[src/design/buffer_config.svh]
//////////////////////////////////////////////////
// sample buffer sizing macros
// channel count, bank depth, sample width and the widths derived from them
//////////////////////////////////////////////////

`ifndef BUFFER_CONFIG_SVH
`define BUFFER_CONFIG_SVH

// parallel adc channels, one memory bank each (power of two)
`define BUF_CHANNELS 4
// samples per bank (power of two)
`define BUF_DEPTH 16
// bits per sample
`define BUF_DATA_W 16

// derived widths
`define BUF_ADDR_W $clog2(`BUF_DEPTH)
`define BUF_SEL_W $clog2(`BUF_CHANNELS)
// banking mode selects 2**mode active channels, mode 0 .. BUF_SEL_W
`define BUF_MODE_W $clog2(`BUF_SEL_W + 1)

`endif

[src/design/buffer_pkg.sv]
//////////////////////////////////////////////////
// shared types for the sample buffer
// capture and readout state encodings, per-bank depth word
//////////////////////////////////////////////////

`include "buffer_config.svh"

package buffer_pkg;

  // capture side FSM
  // idle -> trigger wait on arm, -> save on start, -> hold on stop or full
  typedef enum logic [1:0] {
    CAP_IDLE,
    CAP_TRIGGER_WAIT,
    CAP_SAVE,
    CAP_HOLD
  } capture_state_e;

  // readout side FSM
  // ready means a finished capture is waiting to be streamed out
  typedef enum logic [1:0] {
    RD_IDLE,
    RD_READY,
    RD_ACTIVE
  } readout_state_e;

  // depth of one bank after a capture
  // count wraps to zero when the bank is full, so full sits above it
  typedef struct packed {
    logic                   full;
    logic [`BUF_ADDR_W-1:0] count;
  } bank_depth_t;

endpackage

[src/design/buffer_if.sv]
//////////////////////////////////////////////////
// capture_if  control to writer handshake
// bank_mem_if  per-bank write port and muxed read port
//////////////////////////////////////////////////

`timescale 1ns/1ns
`include "buffer_config.svh"

interface capture_if;
  // one cycle pulse when capture begins, reloads the valid mask
  logic                 start_pulse;
  // set/reset flop, gates all write enables
  logic                 capture_active;
  // 1, 2, 4 .. BUF_CHANNELS
  logic [`BUF_SEL_W:0]  active_channels;
  // last sample taken by a bank at a full-mask position
  logic                 full_hit;

  modport ctrl (
    output start_pulse, capture_active, active_channels,
    input  full_hit
  );

  modport writer (
    input  start_pulse, capture_active, active_channels,
    output full_hit
  );
endinterface

interface bank_mem_if;
  // write side, one port per bank
  logic [`BUF_CHANNELS-1:0]                  write_en;
  logic [`BUF_CHANNELS-1:0][`BUF_ADDR_W-1:0] write_addr;
  logic [`BUF_CHANNELS-1:0][`BUF_DATA_W-1:0] write_data;

  // read side, common address plus a bank select
  logic [`BUF_ADDR_W-1:0] read_addr;
  logic [`BUF_SEL_W-1:0]  bank_sel;
  logic                   read_en;
  logic [`BUF_DATA_W-1:0] read_data;

  modport writer (output write_en, write_addr, write_data);

  modport reader (output read_addr, bank_sel, read_en, input read_data);

  modport memory (
    input  write_en, write_addr, write_data, read_addr, bank_sel, read_en,
    output read_data
  );
endinterface

[src/design/capture_control.sv]
//////////////////////////////////////////////////
// capture FSM with start/stop gating
// banking mode register and capture done pulse
//////////////////////////////////////////////////

`timescale 1ns/1ns
`include "buffer_config.svh"

module capture_control (
  input  logic                   adc_clk,
  input  logic                   adc_reset,
  // command stream, cmd = {arm, start, stop}
  input  logic                   cmd_valid,
  input  logic [2:0]             cmd,
  output logic                   cmd_ready,
  // banking mode stream
  input  logic                   mode_valid,
  input  logic [`BUF_MODE_W-1:0] banking_mode,
  output logic                   mode_ready,
  // hardware trigger levels
  input  logic                   capture_hw_start,
  input  logic                   capture_hw_stop,
  input  logic                   readout_done,
  input  logic                   capture_full,
  output logic                   capture_done,
  capture_if.ctrl                cap
);

  buffer_pkg::capture_state_e state;
  logic                cmd_ok;
  logic                arm, sw_start, sw_stop;
  logic                start_pulse, stop_pulse;
  logic                capture_active;
  logic [`BUF_SEL_W:0] active_channels;
  logic                capture_full_d;

  // commands are refused while holding samples for readout
  assign cmd_ready  = state != buffer_pkg::CAP_HOLD;
  assign mode_ready = state == buffer_pkg::CAP_IDLE;

  assign cmd_ok   = cmd_valid & cmd_ready;
  assign arm      = cmd_ok & cmd[2];
  assign sw_start = cmd_ok & cmd[1];
  assign sw_stop  = cmd_ok & cmd[0];

  // any start counts once armed, only a software start works from idle
  // arm wins over a start in the same command
  assign start_pulse = ((capture_hw_start | sw_start) & (state == buffer_pkg::CAP_TRIGGER_WAIT))
                     | (sw_start & ~arm & (state == buffer_pkg::CAP_IDLE));
  assign stop_pulse  = (capture_hw_stop | sw_stop) & (state == buffer_pkg::CAP_SAVE);

  assign cap.start_pulse     = start_pulse;
  assign cap.capture_active  = capture_active;
  assign cap.active_channels = active_channels;

  //////////////////////////////////////////////////
  // banking mode, all channels after reset
  //////////////////////////////////////////////////
  always_ff @(posedge adc_clk) begin
    if (adc_reset) begin
      active_channels <= (`BUF_SEL_W + 1)'(`BUF_CHANNELS);
    end else if (mode_valid & mode_ready) begin
      active_channels <= (`BUF_SEL_W + 1)'(1) << banking_mode;
    end
  end

  // capture_active set/reset flop
  // cleared on stop or as soon as the last full-mask bank fills
  always_ff @(posedge adc_clk) begin
    if (adc_reset) begin
      capture_active <= 1'b0;
    end else if (start_pulse) begin
      capture_active <= 1'b1;
    end else if (stop_pulse | cap.full_hit) begin
      capture_active <= 1'b0;
    end
  end

  // done pulse on stop or on rising edge of capture_full
  always_ff @(posedge adc_clk) begin
    if (adc_reset) begin
      capture_full_d <= 1'b0;
      capture_done   <= 1'b0;
    end else begin
      capture_full_d <= capture_full;
      capture_done   <= stop_pulse | (capture_full & ~capture_full_d);
    end
  end

  //////////////////////////////////////////////////
  // state transitions
  //////////////////////////////////////////////////
  always_ff @(posedge adc_clk) begin
    if (adc_reset) begin
      state <= buffer_pkg::CAP_IDLE;
    end else begin
      case (state)
        buffer_pkg::CAP_IDLE: begin
          if (arm) begin
            state <= buffer_pkg::CAP_TRIGGER_WAIT;
          end else if (start_pulse) begin
            state <= buffer_pkg::CAP_SAVE;
          end
        end
        buffer_pkg::CAP_TRIGGER_WAIT: begin
          if (start_pulse) begin
            state <= buffer_pkg::CAP_SAVE;
          end
        end
        buffer_pkg::CAP_SAVE: begin
          if (stop_pulse | capture_full) begin
            state <= buffer_pkg::CAP_HOLD;
          end
        end
        default: begin
          // hold until the stream has been fully read out
          if (readout_done) begin
            state <= buffer_pkg::CAP_IDLE;
          end
        end
      endcase
    end
  end

endmodule

[src/design/bank_writer.sv]
//////////////////////////////////////////////////
// bank write side: valid mask chaining, input mux,
// write addresses, full latches, depth report
//////////////////////////////////////////////////

`timescale 1ns/1ns
`include "buffer_config.svh"

module bank_writer (
  input  logic                                      adc_clk,
  input  logic                                      adc_reset,
  input  logic [`BUF_CHANNELS-1:0][`BUF_DATA_W-1:0] adc_data,
  input  logic [`BUF_CHANNELS-1:0]                  adc_valid,
  input  logic                                      readout_done,
  capture_if.writer                                 cap,
  bank_mem_if.writer                                mem,
  output logic                                      capture_full,
  output buffer_pkg::bank_depth_t [`BUF_CHANNELS-1:0] write_depth
);

  logic [`BUF_CHANNELS-1:0][`BUF_DATA_W-1:0] data_d;
  logic [`BUF_CHANNELS-1:0]                  valid_d;
  logic [`BUF_CHANNELS-1:0][`BUF_SEL_W-1:0]  src_sel;
  logic [`BUF_SEL_W-1:0]                     chan_mask;
  logic [`BUF_CHANNELS-1:0]                  full_mask, valid_mask;
  logic [`BUF_CHANNELS-1:0]                  write_enable, bank_full;
  logic [`BUF_CHANNELS-1:0]                  full_latch, latch_nxt;
  logic [`BUF_CHANNELS-1:0][`BUF_ADDR_W-1:0] write_addr, addr_nxt;

  // active count is a power of two, so modulo is a mask of the low bits
  assign chan_mask = cap.active_channels[`BUF_SEL_W-1:0] - 1'b1;

  // input register stage
  always_ff @(posedge adc_clk) begin
    data_d  <= adc_data;
    valid_d <= adc_valid;
  end

  //////////////////////////////////////////////////
  // per-bank enables and next address / full state
  //////////////////////////////////////////////////
  always_comb begin
    for (int b = 0; b < `BUF_CHANNELS; b++) begin
      // bank b is fed by channel b mod active
      src_sel[b]      = `BUF_SEL_W'(b) & chan_mask;
      // top banks mark the end of the chain
      // e.g. 4 banks, 1 active -> 1000, 2 active -> 1100, 4 active -> 1111
      full_mask[b]    = (b + cap.active_channels) >= `BUF_CHANNELS;
      write_enable[b] = cap.capture_active & valid_mask[b] & valid_d[src_sel[b]];
      bank_full[b]    = write_enable[b] & (&write_addr[b]);
      addr_nxt[b]     = write_enable[b] ? write_addr[b] + 1'b1 : write_addr[b];
      latch_nxt[b]    = full_latch[b] | bank_full[b];
    end
    // finished readout frees the whole memory
    if (readout_done) begin
      addr_nxt  = '0;
      latch_nxt = '0;
    end
  end

  assign cap.full_hit = |(bank_full & full_mask);
  assign capture_full = |(full_latch & full_mask);

  // valid mask, reloaded on start with the lowest active banks
  always_ff @(posedge adc_clk) begin
    if (adc_reset) begin
      valid_mask <= '0;
    end else if (cap.start_pulse) begin
      for (int b = 0; b < `BUF_CHANNELS; b++) begin
        valid_mask[b] <= b < cap.active_channels;
      end
    end else begin
      for (int b = 0; b < `BUF_CHANNELS; b++) begin
        if (bank_full[b]) begin
          // retire this bank and hand its channel to the next bank in the chain
          valid_mask[b] <= 1'b0;
          if (b + cap.active_channels < `BUF_CHANNELS) begin
            valid_mask[b + cap.active_channels] <= 1'b1;
          end
        end
      end
    end
  end

  // address counters and full latches
  always_ff @(posedge adc_clk) begin
    if (adc_reset) begin
      write_addr <= '0;
      full_latch <= '0;
    end else begin
      write_addr <= addr_nxt;
      full_latch <= latch_nxt;
    end
  end

  // depth words include the write of this cycle
  always_ff @(posedge adc_clk) begin
    for (int b = 0; b < `BUF_CHANNELS; b++) begin
      write_depth[b].full  <= latch_nxt[b];
      write_depth[b].count <= addr_nxt[b];
    end
  end

  //////////////////////////////////////////////////
  // memory write port, one cycle behind the enables
  //////////////////////////////////////////////////
  always_ff @(posedge adc_clk) begin
    if (adc_reset) begin
      mem.write_en <= '0;
    end else begin
      mem.write_en <= write_enable;
    end
  end

  always_ff @(posedge adc_clk) begin
    mem.write_addr <= write_addr;
    for (int b = 0; b < `BUF_CHANNELS; b++) begin
      mem.write_data[b] <= data_d[src_sel[b]];
    end
  end

endmodule

[src/design/sample_memory.sv]
//////////////////////////////////////////////////
// per-bank sample RAMs
// independent writes, one registered muxed read
//////////////////////////////////////////////////

`timescale 1ns/1ns
`include "buffer_config.svh"

module sample_memory (
  input  logic        adc_clk,
  bank_mem_if.memory  mem
);

  // word at the shared read address, from every bank
  logic [`BUF_CHANNELS-1:0][`BUF_DATA_W-1:0] bank_word;

  for (genvar b = 0; b < `BUF_CHANNELS; b++) begin : g_bank
    logic [`BUF_DATA_W-1:0] ram [`BUF_DEPTH];

    always_ff @(posedge adc_clk) begin
      if (mem.write_en[b]) begin
        ram[mem.write_addr[b]] <= mem.write_data[b];
      end
    end

    assign bank_word[b] = ram[mem.read_addr];
  end

  // read register holds its word while the readout is stalled
  always_ff @(posedge adc_clk) begin
    if (mem.read_en) begin
      mem.read_data <= bank_word[mem.bank_sel];
    end
  end

endmodule

[src/design/readout_engine.sv]
//////////////////////////////////////////////////
// readout FSM, address and bank walk,
// stall-able read pipeline to the output stream
//////////////////////////////////////////////////

`timescale 1ns/1ns
`include "buffer_config.svh"

module readout_engine (
  input  logic                   adc_clk,
  input  logic                   adc_reset,
  input  logic                   capture_done,
  input  logic                   readout_start_valid,
  output logic                   readout_start_ready,
  output logic [`BUF_DATA_W-1:0] readout_data,
  output logic                   readout_valid,
  output logic                   readout_last,
  input  logic                   readout_ready,
  output logic                   readout_done,
  bank_mem_if.reader             mem
);

  buffer_pkg::readout_state_e state;
  logic                   start_ok;
  logic                   advance;
  logic                   issuing;
  logic                   read_en;
  logic                   at_last;
  logic [`BUF_ADDR_W-1:0] read_addr;
  logic [`BUF_SEL_W-1:0]  bank_sel;
  // valid and last travelling alongside the memory read register
  logic                   pipe_valid, pipe_last;

  assign readout_start_ready = state == buffer_pkg::RD_READY;
  assign start_ok = readout_start_valid & readout_start_ready;

  // the whole pipeline moves only when the output slot is free or taken
  assign advance = readout_ready | ~readout_valid;
  assign read_en = issuing & advance;
  assign at_last = (&read_addr) & (&bank_sel);

  assign readout_done = readout_valid & readout_ready & readout_last;

  assign mem.read_addr = read_addr;
  assign mem.bank_sel  = bank_sel;
  assign mem.read_en   = read_en;

  //////////////////////////////////////////////////
  // state machine
  //////////////////////////////////////////////////
  always_ff @(posedge adc_clk) begin
    if (adc_reset) begin
      state <= buffer_pkg::RD_IDLE;
    end else begin
      case (state)
        buffer_pkg::RD_IDLE:  if (capture_done) state <= buffer_pkg::RD_READY;
        buffer_pkg::RD_READY: if (start_ok) state <= buffer_pkg::RD_ACTIVE;
        default:              if (readout_done) state <= buffer_pkg::RD_IDLE;
      endcase
    end
  end

  // issue flag, high from start until the final address is read
  always_ff @(posedge adc_clk) begin
    if (adc_reset) begin
      issuing <= 1'b0;
    end else if (start_ok) begin
      issuing <= 1'b1;
    end else if (read_en & at_last) begin
      issuing <= 1'b0;
    end
  end

  // bank-major walk, address wraps into the next bank
  always_ff @(posedge adc_clk) begin
    if (adc_reset | start_ok) begin
      {bank_sel, read_addr} <= '0;
    end else if (read_en) begin
      {bank_sel, read_addr} <= {bank_sel, read_addr} + 1'b1;
    end
  end

  //////////////////////////////////////////////////
  // output pipeline
  //////////////////////////////////////////////////
  always_ff @(posedge adc_clk) begin
    if (adc_reset) begin
      pipe_valid    <= 1'b0;
      pipe_last     <= 1'b0;
      readout_valid <= 1'b0;
      readout_last  <= 1'b0;
    end else if (advance) begin
      pipe_valid    <= read_en;
      pipe_last     <= read_en & at_last;
      readout_valid <= pipe_valid;
      readout_last  <= pipe_last;
    end
  end

  always_ff @(posedge adc_clk) begin
    if (advance) begin
      readout_data <= mem.read_data;
    end
  end

endmodule

[src/design/sample_buffer_top.sv]
//////////////////////////////////////////////////
// sample buffer top level
// plain stream ports around capture, write, memory and readout
//////////////////////////////////////////////////

`timescale 1ns/1ns
`include "buffer_config.svh"

module sample_buffer_top (
  input  logic                                     adc_clk,
  input  logic                                     adc_reset,
  // channel samples, channel 0 in the low bits
  input  logic [`BUF_CHANNELS*`BUF_DATA_W-1:0]     adc_data,
  input  logic [`BUF_CHANNELS-1:0]                 adc_valid,
  input  logic                                     capture_hw_start,
  input  logic                                     capture_hw_stop,
  output logic                                     capture_full,
  // {arm, start, stop}
  input  logic                                     cmd_valid,
  input  logic [2:0]                               cmd,
  output logic                                     cmd_ready,
  input  logic                                     mode_valid,
  input  logic [`BUF_MODE_W-1:0]                   banking_mode,
  output logic                                     mode_ready,
  input  logic                                     readout_start_valid,
  output logic                                     readout_start_ready,
  output logic [`BUF_DATA_W-1:0]                   readout_data,
  output logic                                     readout_valid,
  input  logic                                     readout_ready,
  output logic                                     readout_last,
  // one {full, count} word per bank, bank 0 in the low bits
  output logic [`BUF_CHANNELS*(`BUF_ADDR_W+1)-1:0] write_depth,
  output logic                                     write_depth_valid
);

  logic capture_done;
  logic readout_done;
  buffer_pkg::bank_depth_t [`BUF_CHANNELS-1:0] depth_words;

  capture_if  cap_if ();
  bank_mem_if mem_if ();

  // depth report is valid in the capture done cycle
  assign write_depth       = depth_words;
  assign write_depth_valid = capture_done;

  capture_control u_capture_control (
    .adc_clk, .adc_reset,
    .cmd_valid, .cmd, .cmd_ready,
    .mode_valid, .banking_mode, .mode_ready,
    .capture_hw_start, .capture_hw_stop,
    .readout_done, .capture_full, .capture_done,
    .cap (cap_if.ctrl)
  );

  bank_writer u_bank_writer (
    .adc_clk, .adc_reset,
    .adc_data, .adc_valid,
    .readout_done,
    .cap          (cap_if.writer),
    .mem          (mem_if.writer),
    .capture_full,
    .write_depth  (depth_words)
  );

  sample_memory u_sample_memory (
    .adc_clk,
    .mem (mem_if.memory)
  );

  readout_engine u_readout_engine (
    .adc_clk, .adc_reset,
    .capture_done,
    .readout_start_valid, .readout_start_ready,
    .readout_data, .readout_valid, .readout_last, .readout_ready,
    .readout_done,
    .mem (mem_if.reader)
  );

endmodule

[config.mk]
export PLATFORM = sky130hd
export DESIGN_NAME = sample_buffer_top
export DESIGN_NICKNAME = d
export VERILOG_FILES = /design/src/design/buffer_pkg.sv /design/src/design/buffer_if.sv /design/src/design/capture_control.sv /design/src/design/bank_writer.sv /design/src/design/sample_memory.sv /design/src/design/readout_engine.sv /design/src/design/sample_buffer_top.sv
export VERILOG_INCLUDE_DIRS = /design/src /design/src/design
export SDC_FILE = /design/constraint.sdc
export NUM_CORES = 1
export LEC_CHECK = 0
export BUFFER_PORTS_ARGS = -buffer_cell sky130_fd_sc_hd__buf_2
export CAP_MARGIN = 20
export CORE_UTILIZATION = 35
export DETAILED_ROUTE_END_ITERATION = 10
export PLACE_DENSITY = 0.61
export SLEW_MARGIN = 10
export SYNTH_ARGS = -nofsm -noshare
export SYNTH_HDL_FRONTEND = slang
export SYNTH_SLANG_ARGS = --single-unit
[constraint.sdc]
create_clock -name adc_clk -period 4.1 [get_ports adc_clk]
set_clock_uncertainty 0.15 [all_clocks]
set_input_delay 0 -clock adc_clk [delete_from_list [all_inputs] [get_ports adc_clk]]
set_output_delay 0 -clock adc_clk [all_outputs]
set_load 0.02 [all_outputs]
Word-level counts from Yosys, hierarchy flattened
Memories as Yosys holds them, arrays and structs flattened. A register that Yosys moved wholly into a read port is not among the register bits.
Index checks and enable logic that the tools add are counted.
{"block": "word_totals", "word_cells": 228, "in_bits": 81, "regBits": 249, "memories": 4, "ram_bits": 1024, "out_inout_bits": 43}
{"block": "op_classes", "shift": 1, "n_lt_le_gt_ge": 24, "add_sub_neg": 9, "n_bitwise": 49, "n_mux": 71, "eq_ne": 7, "reduce_logical": 20}
{"memory": "u_sample_memory.g_bank[0].ram", "depth": 16, "word_bits": 16, "rd": 1, "rd_clocked_by_memory_dff": 1, "write_ports": 1, "line": "sample_memory.sv:18", "rtl": "logic [`BUF_DATA_W-1:0] ram [`BUF_DEPTH];"}
{"memory": "u_sample_memory.g_bank[1].ram", "depth": 16, "word_bits": 16, "rd": 1, "rd_clocked_by_memory_dff": 1, "write_ports": 1, "line": "sample_memory.sv:18"}
{"memory": "u_sample_memory.g_bank[2].ram", "depth": 16, "word_bits": 16, "rd": 1, "rd_clocked_by_memory_dff": 1, "write_ports": 1, "line": "sample_memory.sv:18"}
{"memory": "u_sample_memory.g_bank[3].ram", "depth": 16, "word_bits": 16, "rd": 1, "rd_clocked_by_memory_dff": 1, "write_ports": 1, "line": "sample_memory.sv:18"}
{"op": "$lt 32x3->1 const B", "n": 6}
{"op": "$mux 16", "n": 7}
{"op": "$mux 4", "n": 28}
{"op": "$ge 32x1->1 const B", "n": 3}
{"op": "$ge 32x3->1 const B", "n": 3}
{"op": "$bmux 16 s2", "n": 2}
{"op": "$and 1x1->1", "n": 28}
{"op": "$mux 1", "n": 21}
{"op": "$reduce_and 4->1", "n": 5}
{"op": "$add 4x1->4 const B", "n": 4}
{"op": "$mux 2", "n": 6}
{"op": "$or 1x1->1", "n": 12}
{"op": "$or 4x4->4", "n": 3}
{"op": "$lt 2x3->1 const B", "n": 3}
{"op": "$add 2x3->4 const A", "n": 2}
{"op": "$and 4x4->4", "n": 2}
{"op": "$demux 1 s2", "n": 4}
{"op": "$ne 2x2->1 const B", "n": 4}
{"op": "$reduce_or 4->1", "n": 2}
{"op": "$add 6x1->6 const B", "n": 1}
{"op": "$lt 1x3->1 const A", "n": 2}
{"op": "$lt 2x3->1 const A", "n": 2}
{"op": "$lt 3x3->1 const B", "n": 2}
{"op": "$pmux 2 s3", "n": 1}
{"op": "19 further kinds", "n": 28}

Depth between registers and ports, before layout
Gate-level depths: netlist of the first run.
{"block": "logic_depth", "depth_word": 23, "depth_mapped": 11, "mapped_depth_nobuf": 7}

Modules after synthesis
Synthesis of the first run repeated with hierarchy kept, for this count alone.
{"block": "unflattened", "hier_cells": 2354, "area_unflattened_um2": 47191.5}
{"mod": "sample_memory", "seq_area_each_um2": 31230.0, "cells_per_inst": 1746, "area_per_inst_um2": 39890.8, "n_inst": 1}
{"mod": "bank_writer", "seq_area_each_um2": 3923.8, "cells_per_inst": 468, "area_per_inst_um2": 5790.6, "n_inst": 1}
{"mod": "readout_engine", "seq_area_each_um2": 740.7, "cells_per_inst": 86, "area_per_inst_um2": 1048.5, "n_inst": 1}
{"mod": "capture_control", "seq_area_each_um2": 160.2, "cells_per_inst": 54, "area_per_inst_um2": 461.7, "n_inst": 1}

Worst setup path before layout of the first run
OpenSTA, ideal clock, no wires.
{"block": "synth_timing", "path_type": "register to register", "start": "reg u_capture_control.active_channels[0], in the netlist u_capture_control.cap.active_channels[0]", "end": "reg u_bank_writer.valid_mask[0]", "required_time_ns": 3.817, "slack_ns": 0.569, "synth_period_minus_slack_ns": 3.531, "arrival_ns": 3.248, "stages_incl_launch_ff": 12, "setup_ns": 0.133, "n_path_buf": 4, "cell_sequence": "dfxtp_1 > buf_1 > clkbuf_1 > buf_2 > inv_1 > ha_1 > clkbuf_1 > mux4_2 > nand4_1 > nor2_1 > a221oi_1 > a311oi_1"}
{"block": "synth_via", "elab_chain_len": 23, "word_cells_on_any_way": 60, "classes_between": "4 x add/sub; 13 x order compare; 29 x mux; 10 x bitwise; 4 x reduce/logical"}
{"item": "start: declaration", "line": "capture_control.sv:34", "rtl": "logic [`BUF_SEL_W:0] active_channels;"}
{"item": "start signal: assignment", "line": "capture_control.sv:61", "rtl": "active_channels <= (`BUF_SEL_W + 1)'(`BUF_CHANNELS);"}
{"item": "start signal: assignment", "line": "capture_control.sv:63", "rtl": "active_channels <= (`BUF_SEL_W + 1)'(1) << banking_mode;"}
{"item": "branches (longest 22 deep; another with $ge 32x1->1)"}
{"item": "$mux 4 (*)", "line": "bank_writer.sv:68", "rtl": "end else if (cap.start_pulse) begin"}
{"item": "end signal: indexed assignment", "line": "bank_writer.sv:70", "rtl": "valid_mask[b] <= b < cap.active_channels;"}
{"item": "end: declaration", "line": "bank_writer.sv:25", "rtl": "logic [`BUF_CHANNELS-1:0] full_mask, valid_mask;"}
Mark *: on every way between the ends. The select of a mux whose other input is x is not followed.
A chain may end at the register's enable or synchronous reset.

Worst setup path in the final report of the first run
{"block": "layout_timing", "start": "reg u_capture_control.active_channels[1], in the netlist u_capture_control.cap.active_channels[1]", "end": "reg u_capture_control.state[1]"}
{"block": "layout_via", "elab_chain_len": 7, "word_cells_on_any_way": 12, "classes_between": "3 x add/sub; 4 x order compare; 1 x eq/ne; 2 x bitwise; 2 x reduce/logical"}
{"item": "$add 1x3->4 / $add 2x3->4 (equally long branches)", "line": "bank_writer.sv:48", "rtl": "full_mask[b] = (b + cap.active_channels) >= `BUF_CHANNELS;"}
{"item": "$ge 32x3->1 (no source line)"}
{"item": "$and 4x4->4 (*)", "line": "bank_writer.sv:62", "rtl": "assign capture_full = |(full_latch & full_mask);"}
{"item": "$reduce_or 4->1 (*)", "line": "bank_writer.sv:62"}
{"item": "$or 1x1->1 (*)", "line": "capture_control.sv:111", "rtl": "if (stop_pulse | capture_full) begin"}
{"item": "$ne 2x2->1 (no source line) (*)"}
{"item": "$reduce_and 2->1 (no source line) (*)"}
{"item": "end signal: assignment", "line": "capture_control.sv:107", "rtl": "state <= buffer_pkg::CAP_SAVE;"}
{"item": "end signal: assignment", "line": "capture_control.sv:112", "rtl": "state <= buffer_pkg::CAP_HOLD;"}
{"item": "end signal: assignment", "line": "capture_control.sv:118", "rtl": "state <= buffer_pkg::CAP_IDLE;"}
{"item": "end: declaration", "line": "capture_control.sv:29", "rtl": "buffer_pkg::capture_state_e state;"}
Every way passes the cells marked *; elsewhere a longest branch is shown, timed or not.

==> results.json, run 1 <==
{
  "dp.cells": 4225,
  "cp.required_ps": 4620,
  "h-tree-depth": 3,
  "clock_power_share": 0.424,
  "ys_async_sr_fraction": 0,
  "reg2reg_from": "u_capture_control.cap.active_channels[1]$_SDFFE_PP0P_",
  "grt_pass1_vias": 25141,
  "synth_top_cell_by_area": "edfxtp_1",
  "dr.pass1.iters": 7,
  "die_y_um": 367,
  "clk_latency_ps": 730,
  "yosys-top-cells-area": "edfxtp_1 68%, mux4_2 12%, dfxtp_1 9.5%",
  "ff2ff_setup_slack_ps": 330,
  "grt_setup_unrepaired": "no",
  "fp.dieW_um": 367,
  "hold_viol": 0,
  "rr_endpoint": "u_capture_control.state[1]$_SDFFE_PP0P_",
  "numCtsBuffers": 121,
  "ant_nets": 0,
  "multiInputGateArea_mm2": 0.0101,
  "globalplace.congestion": 0.842,
  "port_buffers": 123,
  "ys_seq_area_frac": 0.774,
  "synth_ff_type": "edfxtp_1",
  "yosysTopAreaCellShare": 0.679,
  "post_dp_cell_area_mm2": 0.0502,
  "synth_edf_count": 1056,
  "pwr-share-seq": 0.541,
  "worstRegToRegCells": 9,
  "p_sw_mw": 5.80,
  "ys_ff_latch": 1277,
  "root_buffer": "clkbuf_16",
  "hold_class": "input port to flop",
  "ir_worst_vdd_uv": 423,
  "cp.arrival_ps": 4300,
  "worstMarginPinSlew_ps": 1080,
  "overflow": 0,
  "vias": 24854,
  "yosys_warnings": 0,
  "track_usage": 0.185,
  "switching_share": 0.210,
  "cts_sinks": 1277,
  "syn_nets": 2433,
  "crit_path_start_kind": "flop",
  "route.detailed.drc": 0,
  "cellPowerDensity_mw_per_mm2": 493,
  "num_rows": 133,
  "antenna_found_initial": 12,
  "holdPathStages": 5,
  "min_from": "readout_start_valid",
  "fill_cells": 11231,
  "place_hpwl_um": 78900,
  "drt-met1-wl_um": 53200,
  "grt_first_pass_wirelength_um": 180000,
  "crit_fanout": 10,
  "finalCritPeriodShare": 0.921,
  "topRoutingLayerUsed": "met5",
  "area_growth_pct": 20.0,
  "synthCells": 2336,
  "synthesis.area_mm2": 0.0467,
  "post-place-ws_ps": 649,
  "p_int_mw": 21.8,
  "fin_crit_ps": 3770,
  "grt_max_degree": 57,
  "core_area_mm2": 0.132,
  "drt-initial-drc-count": 2721,
  "cp-end-kind": "flop",
  "max_freq_mhz": 265,
  "met3WireLength_um": 10900,
  "yosysUniqueCellTypes": 58,
  "drive_gt1_frac": 0.267,
  "clock_path_buffers": 3,
  "fin_cells": 4623,
  "vias_per_cell": 5.38,
  "nets": 2853,
  "synthTopCellsByCount": "1056 x edfxtp_1, 247 x mux4_2, 221 x dfxtp_1",
  "post_cts_buffers": 0,
  "final_util": 0.425,
  "fin_ws_ps": 326,
  "outcome": "completed",
  "fin_area_mm2": 0.0560,
  "regArea_mm2": 0.0361,
  "finalSetupViolations": 0,
  "relSlewSlack": 0.276,
  "synth.most_common_cell": "edfxtp_1",
  "finalSetupTns_ps": 0,
  "power.leakage_nw": 18.1,
  "path_class": "flop to flop",
  "met2RoutedLength_um": 59600,
  "pwr-share-comb": 0.035,
  "wirelength_um": 126000,
  "clk_pin_slew_ps": 60,
  "hold-path-endpoint": "u_readout_engine.state[0]$_SDFFE_PP0P_",
  "initial_core_util": 0.354,
  "postSynthAreaPerCell_um2": 20.0,
  "wl_per_cell_um": 27.3,
  "maxCapViolations": 0,
  "pin_count": 124,
  "die_area_mm2": 0.135,
  "cts_tree": "yes",
  "slew_violations": 0
}
power groups by stage:
stage	clock [mW]	sequential, mW	combinational, mW
after CTS	11.9	14.9	0.940
after floorplan	0	15.0	0.513
after global routing	12.3	15.0	1.02
after global placement	0	15.2	0.770
after detailed placement	0	15.2	0.784
final	11.7	14.9	0.964
worst max-delay path by stage:
stage                                                                      from  slack, ps                                     endpoint  depth (start not counted)
after floorplan           u_capture_control.cap.active_channels[0]$_SDFFE_PP0P_        570       u_bank_writer.valid_mask[0]$_SDFF_PP0_                         11
after global placement                                                     flop        680  u_sample_memory.mem.read_data[10]$_DFFE_PP_                          7
after detailed placement                                                   flop        650  u_sample_memory.mem.read_data[10]$_DFFE_PP_                          7
after CTS                 u_capture_control.cap.active_channels[1]$_SDFFE_PP0P_        210      u_capture_control.state[1]$_SDFFE_PP0P_                          9
after global routing      u_capture_control.cap.active_channels[1]$_SDFFE_PP0P_        210      u_capture_control.state[1]$_SDFFE_PP0P_                          9
final                     u_capture_control.cap.active_channels[1]$_SDFFE_PP0P_        330      u_capture_control.state[1]$_SDFFE_PP0P_                          9
through the flow:
stage	hold WS [ps]	power, mW
3_3_place_gp	-47.3	15.9
2_1_floorplan	-122	15.5
5_1_grt	113	28.3
4_1_cts	43.2	27.7
3_5_place_dp	-46.4	16.0
6_report	98.7	27.6
worst max-delay path, cell delays in order (launching register included):
cell and delay, ps:
dfxtp_1 520, inv_1 190, ha_1 260, nor4b_1 450, a21oi_1 150, a221oi_2 510
a211o_1 210, dlygate4sd3_1 560, a32o_1 160, dlygate4sd3_1 550
what timing repair did:
item | 4_1_cts | 5_1_grt
endpoints found under the hold margin | 157 | 0
resized for setup | 0 | 1
hold buffers | 163 | 0
setup endpoints to repair | 0 | 1
registers in the layout (all words and copies together) (netlist names), 2 cells and up, named ones only:
register / count
u_bank_writer.mem.write_en: 4
u_bank_writer.mem.write_addr: 16
u_capture_control.state: 2
u_capture_control.cap.active_channels: 3
u_readout_engine.mem.read_addr: 4
u_readout_engine.state: 2
u_bank_writer.mem.write_data: 64
u_bank_writer.data_d: 64
u_bank_writer.full_latch: 4
u_bank_writer.valid_mask: 4
u_readout_engine.mem.bank_sel: 2
u_bank_writer.valid_d: 4
u_sample_memory.g_bank.ram: 1024
u_bank_writer.write_depth: 20
u_bank_writer.write_addr: 16
u_readout_engine.readout_data: 16
u_sample_memory.mem.read_data: 16
final cells by class:
cell class	count	area share
Antenna cell	3	0.000134
Clock buffer	172	0.0620
Clock inverter	60	0.0132
Inverter	18	0.00121
Multi-Input combinational cell	924	0.179
Sequential cell	1277	0.645
Tap cell	1755	0.0392
Timing Repair Buffer	414	0.0597
per-layer routing:
metal,vias to the layer above,global-route usage
li1,10370,-
met1,13117,0.262
met2,1188,0.293
met3,175,0.0381
met4,4,0.0427
met5,-,0
cells in the final DEF (no fill, tap or decap), drive strengths merged, types with 4 or more instances in the layout:
master and count:
nand3 16, nor3 66, a31oi 7, a221oi 13, dfxtp 221, and2 6
o21ai 35, nand2b 15, or3 4, mux2 38, edfxtp 1056, nand4 6
a211oi 7, bufinv 15, xnor2 6, inv 24, nand2 55, o22ai 45
ha 16, clkinv 33, buf 251, or4 14, nor2 105, xor2 9
a22o 7, nor2b 11, clkinvlp 6, a211o 4, clkbuf 172, nand3b 9
mux2i 46, dlygate4sd3 163, or3b 4, mux4 247, a21oi 45, a22oi 53
nor3b 6
cells by family (layout without fill, tap and decap cells):
family                   count (synthesis)  after routing  synth area share
flip-flops                            1277           1277             0.774
multiplexers                           331            331             0.138
AND/OR/NAND/NOR                        328            328            0.0343
AO/OA/AOI/OAI                          234            234            0.0332
buffers and inverters                  135            664            0.0137
adder cells (fa/ha/maj)                 16             16           0.00429
XOR/XNOR                                15             15           0.00281
other                                    0              3                 0
Power figures use the tool's default switching activity.
==> run 2, diff against run 1 <==
--- a/config.mk
+++ b/config.mk
@@ -6,7 +6,7 @@
 export SDC_FILE = /design/constraint.sdc
 export NUM_CORES = 1
 export LEC_CHECK = 0
-export BUFFER_PORTS_ARGS = -buffer_cell sky130_fd_sc_hd__buf_2
+export BUFFER_PORTS_ARGS = -buffer_cell sky130_fd_sc_hd__buf_4
 export CAP_MARGIN = 20
 export CORE_UTILIZATION = 35
 export DETAILED_ROUTE_END_ITERATION = 10
==> results.json, run 2 (same netlist as run 1, synthesis figures left out) <==
{
  "outcome": "completed",
  "cts_tree": "yes",
  "cellPowerDensity_mw_per_mm2": 485,
  "ir_worst_vdd_uv": 377,
  "power.leakage_nw": 18.1,
  "fin_ws_ps": 554,
  "finalSetupTns_ps": 0,
  "area_growth_pct": 20.3,
  "wl_per_cell_um": 27.3,
  "finalCritPeriodShare": 0.865,
  "largest_reg_flops": 1024,
  "post_cts_buffers": 0,
  "pin_count": 124,
  "cp.arrival_ps": 4000,
  "track_usage": 0.186,
  "mostFrequentLayoutCells": "1056 x edfxtp_1, 247 x mux4_2, 230 x buf_4, 217 x dfxtp_1, 160 x dlygate4sd3_1",
  "crit_fanout": 17,
  "vias": 24905,
  "die_y_um": 367,
  "place_hpwl_um": 78800,
  "wirelength_um": 126000,
  "grt_pass1_vias": 25354,
  "relSlewSlack": 0.278,
  "clk_pin_slew_ps": 70,
  "globalplace.congestion": 0.866,
  "maxCapViolations": 0,
  "nets": 2843,
  "final_common_cell": "edfxtp_1",
  "antenna_found_initial": 9,
  "root_buffer": "clkbuf_16",
  "post-place-ws_ps": 688,
  "hold_viol": 0,
  "grt_max_degree": 49,
  "drt-initial-drc-count": 2872,
  "cp.required_ps": 4550,
  "vias_per_cell": 5.40,
  "grt_first_pass_wirelength_um": 181000,
  "h-tree-depth": 3,
  "ant_nets": 0,
  "clk_latency_ps": 730,
  "cts_sinks": 1277,
  "port_buffers": 123,
  "finalSetupViolations": 0,
  "fp.dieW_um": 367,
  "overflow": 0,
  "numCtsBuffers": 121,
  "dr.pass1.iters": 5,
  "clock_path_buffers": 3,
  "route.detailed.drc": 0,
  "worstMarginPinSlew_ps": 1080,
  "slew_violations": 0,
  "max_freq_mhz": 282,
  "crit_path_start_kind": "flop",
  "num_rows": 133,
  "hold_class": "input port to flop",
  "fin_crit_ps": 3550,
  "core_area_mm2": 0.132,
  "initial_core_util": 0.354,
  "drive_gt1_frac": 0.267,
  "cp-end-kind": "flop",
  "die_area_mm2": 0.135,
  "path_class": "flop to flop",
  "grt_setup_unrepaired": "no"
}
run 2: layout make-up:
type                            count  area (um^2)
Clock inverter                     48          444
Clock buffer                      183         3650
Fill cell                       11291        75800
Multi-Input combinational cell    924        10100
Tap cell                         1755         2200
Antenna cell                        7         17.5
Timing Repair Buffer              404         3620
Inverter                           18         67.6
Sequential cell                  1277        36100
run 2: report_power, final:
group	switching, mW	internal [mW]	leakage, nW	total (mW)
combinational	0.485	0.484	4.70	0.969
sequential	0.471	14.5	11.4	15.0
clock	4.80	6.53	2.02	11.3
run 2: metal layers:
metal,GRT usage,routed length [um],vias up,share of wire
met5,0,13,-,0.00010
met4,0.0466,3060,2,0.024
met3,0.0386,11100,180,0.088
met2,0.293,58900,1208,0.47
met1,0.263,53000,13179,0.42
li1,-,-,10336,-
run 2: per-stage QoR:
stage | hold slack (ps) | std cells | power, mW | utilization | area [um^2]
floorplan | -122 | 2336 | 15.5 | - | 46700
global placement | -45.7 | 4215 | 16.0 | 0.382 | 50400
detailed placement | -44.4 | 4218 | 16.0 | 0.383 | 50500
CTS | 45.9 | 4609 | 27.4 | 0.426 | 56200
global route | 90.4 | 4610 | 28.0 | 0.426 | 56200
finish | 80.6 | 4616 | 27.3 | 0.426 | 56200
run 2: timing repair:
action | 4_1_cts | 5_1_grt
gates resized for setup | 0 | 0
hold buffers | 160 | 0
hold endpoints to repair | 153 | 0
run 2: final timing paths:
check	from	end	slack, ps	cells after the start
max	u_capture_control.cap.active_channels[0]$_SDFFE_PP0P_	u_capture_control.state[1]$_SDFFE_PP0P_	550	8
min	readout_start_valid	u_readout_engine.issuing$_SDFFE_PP0P_	80	4
max reg2reg	u_capture_control.cap.active_channels[0]$_SDFFE_PP0P_	u_capture_control.state[1]$_SDFFE_PP0P_	550	8
min reg2reg	u_bank_writer.write_addr[15]$_SDFF_PP0_	u_bank_writer.mem.write_addr[15]$_DFF_P_	230	0
run 2: worst max-delay path, cell delays in order, from the launching register on:
cell	delay (ps)
dfxtp_2	600
inv_1	180
ha_1	290
nor4b_1	400
a21oi_1	120
a221oi_1	660
a21oi_1	190
a32o_1	260
dlygate4sd3_1	560
